--- config.mk ---
export PLATFORM = sky130hd
export DESIGN_NAME = two_kmeans_top
export DESIGN_NICKNAME = d
export VERILOG_FILES = /design/src/source/kmeans_data_pkg.sv /design/src/source/kmeans_ctrl_pkg.sv /design/src/source/point_store.sv /design/src/source/pass_counter.sv /design/src/source/kmeans_sequencer.sv /design/src/source/cluster_accumulator.sv /design/src/source/centroid_divider.sv /design/src/source/two_kmeans_top.sv
export VERILOG_INCLUDE_DIRS = /design/src /design/src/include
export SDC_FILE = /design/constraint.sdc
export NUM_CORES = 1
export LEC_CHECK = 0
export CORE_ASPECT_RATIO = 1.75
export CORE_MARGIN = 4
export CORE_UTILIZATION = 25
export DETAILED_ROUTE_END_ITERATION = 16
export DONT_BUFFER_PORTS = 1
export PLACE_DENSITY = 0.42
export SETUP_SLACK_MARGIN = 0.05
export SLEW_MARGIN = 10
export SYNTH_ARGS = -nofsm -noshare
export SYNTH_HDL_FRONTEND = slang
export SYNTH_SLANG_ARGS = --single-unit
--- constraint.sdc ---
create_clock -name clk -period 8.7 [get_ports clk]
set_input_delay 1.74 -clock clk [delete_from_list [all_inputs] [get_ports clk]]
set_output_delay 1.74 -clock clk [all_outputs]
set_load 0.1 [all_outputs]
--- src/include/kmeans_config.svh ---
`ifndef KMEANS_CONFIG_SVH
`define KMEANS_CONFIG_SVH

// Depth of the point store.
`define KM_MAX_POINTS 16

// Width of one unsigned coordinate.
`define KM_COORD_WIDTH 16

`endif

--- src/source/kmeans_data_pkg.sv ---
`default_nettype none
`include "kmeans_config.svh"

package kmeans_data_pkg;

    typedef logic [`KM_COORD_WIDTH-1:0] coord_t;

    typedef struct packed {
        coord_t x;
        coord_t y;
    } point_t;

    // One extra bit holds the sum of the two coordinate differences.
    typedef logic [`KM_COORD_WIDTH:0] dist_t;
    typedef logic [`KM_COORD_WIDTH+$clog2(`KM_MAX_POINTS+1)-1:0] sum_t;
    typedef logic [$clog2(`KM_MAX_POINTS+1)-1:0] count_t;
    typedef logic [$clog2(`KM_MAX_POINTS)-1:0] index_t;

    typedef struct packed {
        point_t centroid_0;
        point_t centroid_1;
        count_t count_0;
        count_t count_1;
    } centroid_result_t;

endpackage

`default_nettype wire

--- src/source/kmeans_ctrl_pkg.sv ---
`default_nettype none

package kmeans_ctrl_pkg;
    import kmeans_data_pkg::*;

    typedef enum logic [2:0] {IDLE, LOAD, ASSIGN, DRAIN, DIVIDE, FINISH} seq_state_t;

    // num_points runs from 1 to the store depth, iterations is at least 1.
    typedef struct packed {
        point_t     init_0;
        point_t     init_1;
        count_t     num_points;
        logic [7:0] iterations;
    } kmeans_job_t;

endpackage

`default_nettype wire

--- src/source/point_store.sv ---
`default_nettype none
`timescale 1ns/1ps
`include "kmeans_config.svh"

module point_store (
    input  wire logic                    clk,
    input  wire logic                    reset,
    input  wire logic                    load_en,
    input  wire kmeans_data_pkg::index_t load_index,
    input  wire kmeans_data_pkg::point_t load_point,
    input  wire kmeans_data_pkg::index_t read_index,
    output kmeans_data_pkg::point_t      read_point
);
    import kmeans_data_pkg::*;

    point_t mem [`KM_MAX_POINTS];

    // The engine sees the addressed point one cycle after it presents the index.
    always_ff @(posedge clk) begin
        if (load_en) begin
            mem[load_index] <= load_point;
        end
        read_point <= mem[read_index];
    end

    // An unknown index addresses no defined entry of the array.
    a_load_in_range: assert property (@(posedge clk) disable iff (reset)
        load_en |-> !$isunknown(load_index));

endmodule

`default_nettype wire

--- src/source/pass_counter.sv ---
`default_nettype none
`timescale 1ns/1ps

module pass_counter (
    input  wire logic                    clk,
    input  wire logic                    reset,
    input  wire logic                    pass_clear,
    input  wire logic                    step,
    input  wire logic                    iter_done_en,
    input  wire kmeans_data_pkg::count_t num_points,
    input  wire logic [7:0]              iterations,
    output kmeans_data_pkg::index_t      index,
    output logic                         last_point,
    output logic                         last_iter
);
    import kmeans_data_pkg::*;

    index_t     index_next;
    logic [7:0] iter_count;
    logic [7:0] iter_next;

    always_comb begin
        index_next = index;
        if (pass_clear) begin
            index_next = '0;
        end else if (step) begin
            index_next = index + index_t'(1);
        end
    end

    // The count wraps to zero after the last iteration, ready for the next job.
    always_comb begin
        iter_next = iter_count;
        if (iter_done_en) begin
            iter_next = last_iter ? 8'd0 : iter_count + 8'd1;
        end
    end

    always_ff @(posedge clk) begin
        if (reset) begin
            index      <= '0;
            iter_count <= '0;
            last_point <= 1'b0;
            last_iter  <= 1'b0;
        end else begin
            index      <= index_next;
            iter_count <= iter_next;
            last_point <= (count_t'(index_next) == num_points - count_t'(1));
            last_iter  <= (iter_next == iterations - 8'd1);
        end
    end

    a_step_in_range: assert property (@(posedge clk) disable iff (reset)
        step |-> (count_t'(index) + count_t'(1) < num_points));

endmodule

`default_nettype wire

--- src/source/kmeans_sequencer.sv ---
`default_nettype none
`timescale 1ns/1ps

module kmeans_sequencer (
    input  wire logic                         clk,
    input  wire logic                         reset,
    input  wire logic                         start,
    input  wire kmeans_ctrl_pkg::kmeans_job_t job,
    input  wire logic                         last_point,
    input  wire logic                         last_iter,
    input  wire logic                         div_done,
    output logic                              busy,
    output logic                              done,
    output logic                              pass_clear,
    output logic                              step,
    output logic                              iter_done_en,
    output logic                              acc_clear,
    output logic                              acc_sample,
    output logic                              centroid_load,
    output logic                              div_start,
    output kmeans_ctrl_pkg::kmeans_job_t      active_job
);
    import kmeans_ctrl_pkg::*;

    seq_state_t state;
    seq_state_t state_next;

    always_comb begin
        state_next    = state;
        pass_clear    = 1'b0;
        step          = 1'b0;
        iter_done_en  = 1'b0;
        acc_clear     = 1'b0;
        centroid_load = 1'b0;
        done          = 1'b0;
        case (state)
            IDLE: begin
                if (start) begin
                    state_next = LOAD;
                end
            end
            LOAD: begin
                centroid_load = 1'b1;
                pass_clear    = 1'b1;
                acc_clear     = 1'b1;
                state_next    = ASSIGN;
            end
            ASSIGN: begin
                step = !last_point;
                if (last_point) begin
                    state_next = DRAIN;
                end
            end
            DRAIN: state_next = DIVIDE;
            DIVIDE: begin
                if (div_done) begin
                    iter_done_en = 1'b1;
                    if (last_iter) begin
                        state_next = FINISH;
                    end else begin
                        // Next pass starts with the updated centroids.
                        pass_clear = 1'b1;
                        acc_clear  = 1'b1;
                        state_next = ASSIGN;
                    end
                end
            end
            FINISH: begin
                done       = 1'b1;
                state_next = IDLE;
            end
            default: state_next = IDLE;
        endcase
    end

    assign busy = (state != IDLE);

    // The sample strobe trails the read index by one cycle, like the store data.
    // The divider starts once the final sample has reached the sums.
    always_ff @(posedge clk) begin
        if (reset) begin
            state      <= IDLE;
            acc_sample <= 1'b0;
            div_start  <= 1'b0;
        end else begin
            state      <= state_next;
            acc_sample <= (state == ASSIGN);
            div_start  <= (state == DRAIN);
        end
    end

    always_ff @(posedge clk) begin
        if (state == IDLE && start) begin
            active_job <= job;
        end
    end

endmodule

`default_nettype wire

--- src/source/cluster_accumulator.sv ---
`default_nettype none
`timescale 1ns/1ps
`include "kmeans_config.svh"

module cluster_accumulator (
    input  wire logic                         clk,
    input  wire logic                         reset,
    input  wire logic                         acc_clear,
    input  wire logic                         acc_sample,
    input  wire logic                         centroid_load,
    input  wire kmeans_ctrl_pkg::kmeans_job_t job,
    input  wire kmeans_data_pkg::point_t      point,
    input  wire logic                         upd_en,
    input  wire logic [1:0]                   upd_slot,
    input  wire kmeans_data_pkg::coord_t      upd_value,
    output kmeans_data_pkg::sum_t [3:0]       sums,
    output kmeans_data_pkg::count_t [1:0]     counts,
    output kmeans_data_pkg::centroid_result_t result
);
    import kmeans_data_pkg::*;

    point_t                  centroid_0;
    point_t                  centroid_1;
    dist_t                   dist_0;
    dist_t                   dist_1;
    logic                    pick_1;
    logic [$bits(count_t):0] count_total;

    function automatic dist_t manhattan(input point_t a, input point_t b);
        coord_t dx;
        coord_t dy;
        dx = (a.x > b.x) ? a.x - b.x : b.x - a.x;
        dy = (a.y > b.y) ? a.y - b.y : b.y - a.y;
        return dist_t'(dx) + dist_t'(dy);
    endfunction

    assign dist_0 = manhattan(point, centroid_0);
    assign dist_1 = manhattan(point, centroid_1);
    // A tie stays in cluster 0.
    assign pick_1 = (dist_1 < dist_0);

    // Sums are ordered x0, y0, x1, y1, the same slot order the divider uses.
    always_ff @(posedge clk) begin
        if (reset || acc_clear) begin
            sums   <= '0;
            counts <= '0;
        end else if (acc_sample) begin
            if (pick_1) begin
                sums[2]   <= sums[2] + sum_t'(point.x);
                sums[3]   <= sums[3] + sum_t'(point.y);
                counts[1] <= counts[1] + count_t'(1);
            end else begin
                sums[0]   <= sums[0] + sum_t'(point.x);
                sums[1]   <= sums[1] + sum_t'(point.y);
                counts[0] <= counts[0] + count_t'(1);
            end
        end
    end

    always_ff @(posedge clk) begin
        if (centroid_load) begin
            centroid_0 <= job.init_0;
            centroid_1 <= job.init_1;
        end else if (upd_en) begin
            case (upd_slot)
                2'd0: centroid_0.x <= upd_value;
                2'd1: centroid_0.y <= upd_value;
                2'd2: centroid_1.x <= upd_value;
                2'd3: centroid_1.y <= upd_value;
            endcase
        end
    end

    assign result = {centroid_0, centroid_1, counts[0], counts[1]};

    assign count_total = {1'b0, counts[0]} + {1'b0, counts[1]};

    a_count_bound: assert property (@(posedge clk) disable iff (reset)
        count_total <= `KM_MAX_POINTS);

endmodule

`default_nettype wire

--- src/source/centroid_divider.sv ---
`default_nettype none
`timescale 1ns/1ps

module centroid_divider (
    input  wire logic                       clk,
    input  wire logic                       reset,
    input  wire logic                       div_start,
    input  wire kmeans_data_pkg::sum_t [3:0]   sums,
    input  wire kmeans_data_pkg::count_t [1:0] counts,
    output logic                            div_done,
    output logic                            upd_en,
    output logic [1:0]                      upd_slot,
    output kmeans_data_pkg::coord_t         upd_value
);
    import kmeans_data_pkg::*;

    localparam int SUM_W  = $bits(sum_t);
    localparam int CNT_W  = $bits(count_t);
    localparam int BITS_W = $clog2(SUM_W + 1);

    typedef enum logic [1:0] {DIV_IDLE, DIV_LOAD, DIV_SHIFT} div_state_t;

    div_state_t        state;
    logic [1:0]        slot;
    logic [BITS_W-1:0] bits_left;
    sum_t              quotient;
    count_t            remainder;
    count_t            divisor;
    count_t            slot_count;
    sum_t              src_quo;
    count_t            src_rem;
    count_t            src_div;
    logic [CNT_W:0]    partial;
    logic              fits;
    sum_t              quotient_next;
    count_t            remainder_next;

    assign slot_count = counts[slot[1]];

    // The load cycle already performs the first restoring step on the fresh operands.
    assign src_quo = (state == DIV_LOAD) ? sums[slot] : quotient;
    assign src_rem = (state == DIV_LOAD) ? '0 : remainder;
    assign src_div = (state == DIV_LOAD) ? slot_count : divisor;

    assign partial        = {src_rem, src_quo[SUM_W-1]};
    assign fits           = (partial >= {1'b0, src_div});
    assign remainder_next = fits ? count_t'(partial - {1'b0, src_div}) : count_t'(partial);
    assign quotient_next  = {src_quo[SUM_W-2:0], fits};

    always_ff @(posedge clk) begin
        if (reset) begin
            state    <= DIV_IDLE;
            div_done <= 1'b0;
            upd_en   <= 1'b0;
        end else begin
            div_done <= 1'b0;
            upd_en   <= 1'b0;
            case (state)
                DIV_IDLE: begin
                    if (div_start) begin
                        slot  <= 2'd0;
                        state <= DIV_LOAD;
                    end
                end
                DIV_LOAD: begin
                    if (slot_count == '0) begin
                        // An empty cluster keeps its old centroid.
                        slot <= slot + 2'd1;
                        if (slot == 2'd3) begin
                            div_done <= 1'b1;
                            state    <= DIV_IDLE;
                        end
                    end else begin
                        quotient  <= quotient_next;
                        remainder <= remainder_next;
                        divisor   <= slot_count;
                        bits_left <= BITS_W'(SUM_W - 1);
                        state     <= DIV_SHIFT;
                    end
                end
                DIV_SHIFT: begin
                    quotient  <= quotient_next;
                    remainder <= remainder_next;
                    bits_left <= bits_left - BITS_W'(1);
                    if (bits_left == BITS_W'(1)) begin
                        upd_en    <= 1'b1;
                        upd_slot  <= slot;
                        upd_value <= coord_t'(quotient_next);
                        slot      <= slot + 2'd1;
                        if (slot == 2'd3) begin
                            div_done <= 1'b1;
                            state    <= DIV_IDLE;
                        end else begin
                            state <= DIV_LOAD;
                        end
                    end
                end
                default: state <= DIV_IDLE;
            endcase
        end
    end

endmodule

`default_nettype wire

--- src/source/two_kmeans_top.sv ---
`default_nettype none
`timescale 1ns/1ps

module two_kmeans_top (
    input  wire logic                         clk,
    input  wire logic                         reset,
    input  wire logic                         load_en,
    input  wire kmeans_data_pkg::index_t      load_index,
    input  wire kmeans_data_pkg::point_t      load_point,
    input  wire logic                         start,
    input  wire kmeans_ctrl_pkg::kmeans_job_t job,
    output logic                              busy,
    output logic                              done,
    output kmeans_data_pkg::centroid_result_t result
);
    import kmeans_data_pkg::*;
    import kmeans_ctrl_pkg::*;

    index_t       read_index;
    point_t       read_point;
    kmeans_job_t  active_job;
    logic         pass_clear;
    logic         step;
    logic         iter_done_en;
    logic         last_point;
    logic         last_iter;
    logic         acc_clear;
    logic         acc_sample;
    logic         centroid_load;
    logic         div_start;
    logic         div_done;
    sum_t [3:0]   sums;
    count_t [1:0] counts;
    logic         upd_en;
    logic [1:0]   upd_slot;
    coord_t       upd_value;

    point_store point_store_inst (
        .clk(clk),
        .reset(reset),
        .load_en(load_en),
        .load_index(load_index),
        .load_point(load_point),
        .read_index(read_index),
        .read_point(read_point)
    );

    pass_counter pass_counter_inst (
        .clk(clk),
        .reset(reset),
        .pass_clear(pass_clear),
        .step(step),
        .iter_done_en(iter_done_en),
        .num_points(active_job.num_points),
        .iterations(active_job.iterations),
        .index(read_index),
        .last_point(last_point),
        .last_iter(last_iter)
    );

    kmeans_sequencer kmeans_sequencer_inst (
        .clk(clk),
        .reset(reset),
        .start(start),
        .job(job),
        .last_point(last_point),
        .last_iter(last_iter),
        .div_done(div_done),
        .busy(busy),
        .done(done),
        .pass_clear(pass_clear),
        .step(step),
        .iter_done_en(iter_done_en),
        .acc_clear(acc_clear),
        .acc_sample(acc_sample),
        .centroid_load(centroid_load),
        .div_start(div_start),
        .active_job(active_job)
    );

    cluster_accumulator cluster_accumulator_inst (
        .clk(clk),
        .reset(reset),
        .acc_clear(acc_clear),
        .acc_sample(acc_sample),
        .centroid_load(centroid_load),
        .job(active_job),
        .point(read_point),
        .upd_en(upd_en),
        .upd_slot(upd_slot),
        .upd_value(upd_value),
        .sums(sums),
        .counts(counts),
        .result(result)
    );

    centroid_divider centroid_divider_inst (
        .clk(clk),
        .reset(reset),
        .div_start(div_start),
        .sums(sums),
        .counts(counts),
        .div_done(div_done),
        .upd_en(upd_en),
        .upd_slot(upd_slot),
        .upd_value(upd_value)
    );

endmodule

`default_nettype wire

---- After elaboration in Yosys (flattened, before gate mapping) ----
Memory sizes are Yosys's and may differ from the RTL's. A register that Yosys moved wholly into a read port is not among the register bits.
Index checks and enable logic that the tools add are counted.
operators by class
  $lt $le $gt $ge ......................... 8
  reductions and logical operators ........ 28
  $add $sub $neg .......................... 23
  eq/ne operators ......................... 22
  multiply operators ...................... 0
  div/mod/pow operators ................... 0
  multiplexer cells ....................... 60
  bitwise gates (word level) .............. 4
  shifts and indexed selects .............. 0
operator list
  operator               count
  $mux W16               8
  $mux W32               4
  $sub A16 B16 Y16       8
  $add A21 B16 Y21       4
  $gt A16 B16 Y1         4
  $mux W21               3
  $bmux W21 S2           1
  $pmux W21 S2           1
  $mux W5                7
  $add A16 B16 Y17       2
  $pmux W5 S2            2
  $lt A17 B17 Y1         1
  $mux W8                2
  $pmux W3 S5            1
  $reduce_and A3 Y1      5
  $mux W1                14
  $mux W2                7
  $mux W3                4
  $pmux W2 S3            2
  $reduce_and A2 Y1      6
  $reduce_bool A2 Y1     6
  $add A5 B1 Y5 const B  2
  $ne A2 B2 Y1 const B   5
  $sub A5 B1 Y5 const B  2
  30 further kinds       44
storage, ports and cells
  bits of input ports ..................... 117
  flip-flop bits (word level) ............. 314
  latch bits .............................. 0
  output and inout port bits .............. 76
  RAM bits ................................ 512
  ROM bits ................................ 0
  memories kept ........................... 1
memories
  memory                words  bits a word  read ports  clocked after Yosys merged registers in  write ports  RTL line           RTL
  point_store_inst.mem  16     32           1           1                                        1            point_store.sv:16  point_t mem [`KM_MAX_POINTS];

---- Depth between registers and ports, before layout ----
  depth after elaboration ................. 7
  gate-level depth with buffers ........... 33
  depth with buffers taken out ............ 30

---- Hierarchy ----
A second synthesis with hierarchy kept.
second synthesis, totals
  cell total of the unflattened synthesis .. 3415
  area, all modules ....................... 43573.0 um2
by module, submodules not included
  module               cells each  instances  area each (um2)
  point_store          838         1          19835.3
  cluster_accumulator  2137        1          16793.6
  centroid_divider     211         1          3343.2
  kmeans_sequencer     108         1          2606.2
  pass_counter         121         1          994.7

---- Worst setup path before layout ----
OpenSTA, ideal clock, no wires.
  path type ............................... register to register
  start ................................... reg cluster_accumulator_inst.centroid_1, in the netlist cluster_accumulator_inst.result[22]
  end ..................................... reg cluster_accumulator_inst.sums[17] in the netlist's numbering
  arrival time ............................ 6.965 ns
  data required time ...................... 8.580 ns
  clock period less this slack ............ 7.085 ns
  slack ................................... 1.615 ns
  stages on the path, launching flop included .. 30
  path buffers ............................ 4
  library setup time ...................... 0.120 ns
  cell sequence ........................... edfxtp_1 inv_1 ha_1 buf_2 and4_1 nand2_1 a211o_1 or3b_1 o21ai_2 buf_6 buf_6 mux2_2 fa_1 a21o_1 a21oi_1 o211ai_1 and3_1 o21ai_0 nand2b_1 and4_1 or3_1 ha_1 nand2_1 a2111oi_0 o21ai_0 a211oi_2 buf_2 o211ai_1 a22o_1 a211o_1
on the way
  longest elaborated chain between the ends .. 6
  elaborated cells between the ends (all ways) .. 8
RTL lines
  what                                                       RTL line                   RTL
  start: declaration                                         cluster_accumulator.sv:23  point_t centroid_1;
  start signal: assignment                                   cluster_accumulator.sv:63  centroid_1 <= job.init_1;
  $sub A16 B16 Y16 / $gt A16 B16 Y1 (equally long branches)  cluster_accumulator.sv:33  dy = (a.y > b.y) ? a.y - b.y : b.y - a.y;
  $mux W16 (*)                                               cluster_accumulator.sv:33
  $add A16 B16 Y17 (*)                                       cluster_accumulator.sv:34  return dist_t'(dx) + dist_t'(dy);
  $lt A17 B17 Y1 (*)                                         cluster_accumulator.sv:40  assign pick_1 = (dist_1 < dist_0);
  $not A1 Y1 (no line) (*)                                   n/a
  $reduce_and A2 Y1 (no line) (*)                            n/a
  end: declaration                                           cluster_accumulator.sv:16  output kmeans_data_pkg::sum_t [3:0] sums,
Mark *: on every way between the ends. The rest lies on a longest branch, timed or not.
A chain may end at the register's enable or synchronous reset.

---- Final worst setup path ----
  start ................................... reg point_store_inst.read_point[12] (netlist name)
  end ..................................... reg cluster_accumulator_inst.sums[44] in the netlist's numbering
on the way
  longest elaborated chain between the ends .. 5
  elaborated cells between the ends (all ways) .. 12
RTL lines
  what                                                       RTL line
  $sub A16 B16 Y16 / $gt A16 B16 Y1 (equally long branches)  cluster_accumulator.sv:33
  $mux W16                                                   cluster_accumulator.sv:33
  $add A16 B16 Y17                                           cluster_accumulator.sv:34
  $lt A17 B17 Y1 (*)                                         cluster_accumulator.sv:40
  $reduce_and A2 Y1 (no line) (*)                            n/a
Marked as above.

==> flow_results.xml <==
<?xml version="1.0" encoding="UTF-8"?>
<metrics>
  <group name="run_status">
    <metric name="run_status" unit="">finished, final reports clean</metric>
  </group>
  <group name="place">
    <metric name="place_hpwl" unit="um">104000</metric>
    <metric name="gp_congestion" unit="">0.916</metric>
    <metric name="buffers_added_on_ports" unit="">0</metric>
    <metric name="placed_area" unit="sq mm">0.0470</metric>
    <metric name="placed_cells" unit="">5543</metric>
  </group>
  <group name="cells_and_area">
    <metric name="design_area" unit="sq mm">0.0500</metric>
    <metric name="nets" unit="">3775</metric>
    <metric name="nFillCells" unit="">17400</metric>
    <metric name="area_grow_syn2layout" unit="%">14.7</metric>
    <metric name="final_cells" unit="">5707</metric>
    <metric name="post_route_cells_drive_above_1_share" unit="">0.155</metric>
  </group>
  <group name="drt">
    <metric name="avgRoutedWirePerCell" unit="um">25.5</metric>
    <metric name="aggregate_routed_wire_length" unit="um">146000</metric>
    <metric name="antenna_violating_nets_remaining" unit="">0</metric>
    <metric name="router_iterations_before_antenna_repair" unit="">7</metric>
    <metric name="drt_iter0_drc" unit="">1559</metric>
    <metric name="post-route-drc-count" unit="">0</metric>
    <metric name="vias_per_cell" unit="">4.78</metric>
    <metric name="total_number_of_vias" unit="">27300</metric>
  </group>
  <group name="timing">
    <metric name="hold_viol" unit="">0</metric>
    <metric name="report.final.setup_viol" unit="">0</metric>
    <metric name="timing.slew.headroom" unit="">0.161</metric>
    <metric name="layout_worst_path_cycle_share" unit="">0.895</metric>
    <metric name="tns" unit="ns">0</metric>
    <metric name="rsz0062_at_grt" unit="">no</metric>
    <metric name="max_freq" unit="GHz">0.128</metric>
    <metric name="period_needed" unit="ns">7.79</metric>
    <metric name="final_max_slew_viol_count" unit="">0</metric>
    <metric name="worst_margin_slew" unit="ns">1.26</metric>
    <metric name="hold-worst-slack" unit="ns">0.488</metric>
    <metric name="timing.clock.skew" unit="ns">0.0293</metric>
  </group>
  <group name="grt">
    <metric name="global_route.overflow_total" unit="">0</metric>
    <metric name="grt_pass1_vias" unit="">29100</metric>
    <metric name="grt_util_all_layers" unit="">0.159</metric>
    <metric name="largest_net_degree_at_the_start_of_global_routing" unit="">100</metric>
    <metric name="global_route_wire_length_before_repair" unit="um">208000</metric>
    <metric name="grt_antenna_before_repair" unit="">10</metric>
  </group>
  <group name="clock_tree">
    <metric name="cts.clk_slew.worst_paths" unit="ns">0.07</metric>
    <metric name="ctsResizeCount" unit="">0</metric>
    <metric name="tritoncts" unit="">done</metric>
    <metric name="clock_insertion_delay_worst_skew" unit="ns">0.72</metric>
    <metric name="ctsRootBufferMaster" unit="">sky130_fd_sc_hd__clkbuf_16</metric>
    <metric name="cts_max_level" unit="">3</metric>
    <metric name="numCtsBuffers" unit="">88</metric>
    <metric name="cts_buffer_depth" unit="">3</metric>
    <metric name="postCtsSetupRepairBufs" unit="">0</metric>
    <metric name="cts.sinks" unit="">858</metric>
    <metric name="postCtsHoldBufs" unit="">0</metric>
  </group>
  <group name="floorplanning">
    <metric name="initial_core_util" unit="">0.252</metric>
    <metric name="boundaryPins" unit="">193</metric>
    <metric name="die_width" unit="um">324</metric>
    <metric name="die_height" unit="um">560</metric>
    <metric name="placementRows" unit="">202</metric>
    <metric name="design.die.area" unit="sq mm">0.181</metric>
    <metric name="core-area" unit="sq mm">0.173</metric>
  </group>
  <group name="yosys">
    <metric name="synth.cells.most_frequent" unit="">sky130_fd_sc_hd__edfxtp_1 (709), sky130_fd_sc_hd__ha_1 (254), sky130_fd_sc_hd__a21oi_1 (215), sky130_fd_sc_hd__nand2_1 (211), sky130_fd_sc_hd__nor2_1 (188)</metric>
    <metric name="synthesis.instances" unit="">3301</metric>
    <metric name="postSynthNetCount" unit="">3687</metric>
    <metric name="syn_area" unit="sq mm">0.0436</metric>
    <metric name="synth_most_common_cell" unit="">sky130_fd_sc_hd__edfxtp_1</metric>
    <metric name="ys_async_sr_fraction" unit="">0</metric>
    <metric name="count_of_flip_flops_with_a_built_in_enable_after_synthesis" unit="">709</metric>
    <metric name="synth-main-ff-cell" unit="">sky130_fd_sc_hd__edfxtp_1</metric>
    <metric name="synth_top_area_cell" unit="">sky130_fd_sc_hd__edfxtp_1</metric>
    <metric name="ys_types" unit="">88</metric>
    <metric name="synth.ff_latch_count" unit="">858</metric>
    <metric name="seq_area_frac_synth" unit="">0.557</metric>
    <metric name="synth.area.top_cells" unit="">sky130_fd_sc_hd__edfxtp_1 (49%), sky130_fd_sc_hd__mux4_2 (9.4%), sky130_fd_sc_hd__ha_1 (7.3%)</metric>
    <metric name="yosys_warnings" unit="">0</metric>
    <metric name="post_synth.cell_area_avg" unit="sq um">13.2</metric>
    <metric name="synth_top_area_share" unit="">0.489</metric>
  </group>
  <group name="power_and_ir_drop">
    <metric name="p_leak" unit="nW">18.0</metric>
    <metric name="max-vdd-ir-drop" unit="uV">361</metric>
    <metric name="post-layout-total-power" unit="mW">17.5</metric>
    <metric name="power_density" unit="mW/mm^2">351</metric>
  </group>
  <group name="setup_path">
    <metric name="start_kind" unit="">flop</metric>
    <metric name="required_time_of_the_critical_path" unit="ns">9.27</metric>
    <metric name="critical_path_arrival" unit="ns">8.36</metric>
    <metric name="worstSetupEndpointType" unit="">flop</metric>
    <metric name="worst-path-max-fanout" unit="">20</metric>
    <metric name="worstSetupPathType" unit="">reg -&gt; reg</metric>
  </group>
  <group name="job">
    <metric name="max_cap_violations" unit="">0</metric>
  </group>
  <group name="hold_path">
    <metric name="worst_hold_path_type" unit="">reg -&gt; reg</metric>
  </group>
</metrics>
[report_power, final]
group	internal, mW	switching [mW]
Clock	2.18	1.73
Sequential	4.83	0.361
Combinational	3.18	5.27
Total	10.2	7.35
[cell families (layout without fill, tap and decap cells)]
group / after synthesis / in the layout / synth area share
flops: 858 / 858 / 0.557
simple gates: 727 / 727 / 0.0801
compound gates: 708 / 708 / 0.108
buf+inv: 312 / 472 / 0.0289
fa+ha+maj: 269 / 269 / 0.0798
mux: 253 / 253 / 0.111
xor+xnor: 174 / 174 / 0.0350
other cells: 0 / 2 / 0
[per-stage QoR]
stage	util	setup slack (ns)
floorplan	-	1.62
global placement	0.272	1.00
detailed placement	0.272	0.977
CTS	0.289	0.937
global route	0.289	0.350
finish	0.289	0.912
[layer usage]
metal | vias to the layer above | wire, um | global-route usage
met5 | - | 0 | 0
met4 | 0 | 9330 | 0.0921
met3 | 221 | 6470 | 0.0277
met2 | 565 | 78700 | 0.301
met1 | 13800 | 51000 | 0.161
li1 | 12700 | - | -
[sequential cells by signal, summed over array words and instances, names as in the netlist, 2 cells and up]
name,flops
centroid_divider_inst.bits_left,5
centroid_divider_inst.divisor,5
centroid_divider_inst.quotient,21
centroid_divider_inst.remainder,5
centroid_divider_inst.slot,2
centroid_divider_inst.state,2
centroid_divider_inst.upd_slot,2
centroid_divider_inst.upd_value,16
cluster_accumulator_inst.counts,10
cluster_accumulator_inst.result,64
cluster_accumulator_inst.sums,84
kmeans_sequencer_inst.active_job,77
kmeans_sequencer_inst.state,3
pass_counter_inst.index,4
pass_counter_inst.iter_count,8
point_store_inst.mem,512
point_store_inst.read_point,32
[layout by cell type (no fill, tap or decap), drive strengths merged, types with 30 or more instances in the layout]
cell,count
edfxtp,709
ha,254
a21oi,216
nand2,211
nor2,188
mux4,181
inv,178
a21o,159
dfxtp,149
buf,135
clkbuf,111
xnor2,105
o21ai,93
xor2,69
nor3,56
nor2b,55
nand3,49
mux2i,42
a211oi,41
clkinv,37
mux2,30
[worst max-delay path, stage by stage (launching register included)]
cell                        delay (ns)
sky130_fd_sc_hd__dfxtp_1          0.46
sky130_fd_sc_hd__ha_1             0.54
sky130_fd_sc_hd__and4_1           0.28
sky130_fd_sc_hd__nand2_1          0.11
sky130_fd_sc_hd__a211o_1          0.28
sky130_fd_sc_hd__or3b_1           0.38
sky130_fd_sc_hd__o21ai_2          0.42
sky130_fd_sc_hd__mux2_2           0.46
sky130_fd_sc_hd__fa_1             0.45
sky130_fd_sc_hd__a21o_1           0.17
sky130_fd_sc_hd__a21oi_1          0.26
sky130_fd_sc_hd__o211ai_1         0.14
sky130_fd_sc_hd__and3_1           0.23
sky130_fd_sc_hd__o21ai_0          0.18
sky130_fd_sc_hd__nand2b_1         0.13
sky130_fd_sc_hd__and4_1           0.21
sky130_fd_sc_hd__or3_1            0.38
sky130_fd_sc_hd__ha_1             0.31
sky130_fd_sc_hd__nand2_1          0.08
sky130_fd_sc_hd__a2111oi_0        0.30
sky130_fd_sc_hd__o21ai_0          0.28
sky130_fd_sc_hd__a21oi_1          0.43
sky130_fd_sc_hd__nand2b_1         0.51
sky130_fd_sc_hd__buf_4            0.34
sky130_fd_sc_hd__nor3_1           0.09
sky130_fd_sc_hd__a21oi_1          0.14
sky130_fd_sc_hd__nor2_1           0.05
[layout make-up]
type / instances / area, sq um / share of cell area
multi-input combinational: 2131 / 18200 / 0.365
antenna: 2 / 5.00 / 0.000100
timing repair buffer: 135 / 1050 / 0.0209
sequential: 858 / 24300 / 0.486
tap: 2244 / 2810 / 0.0562
clock buffer: 111 / 2340 / 0.0468
clock inverter: 51 / 607 / 0.0121
inverter: 175 / 657 / 0.0131
[worst paths after layout]
kind | startpoint | to | slack [ns] | cells after the start
max reg2reg | point_store_inst.read_point[12]$_DFF_P_ | cluster_accumulator_inst.sums[44]$_SDFFE_PP0P_ | 0.91 | 26
max | point_store_inst.read_point[12]$_DFF_P_ | cluster_accumulator_inst.sums[44]$_SDFFE_PP0P_ | 0.91 | 26
min | cluster_accumulator_inst.sums[26]$_SDFFE_PP0P_ | cluster_accumulator_inst.sums[26]$_SDFFE_PP0P_ | 0.49 | 2
min reg2reg | cluster_accumulator_inst.sums[26]$_SDFFE_PP0P_ | cluster_accumulator_inst.sums[26]$_SDFFE_PP0P_ | 0.49 | 2
Note: power is estimated with default switching activity, not from simulation.
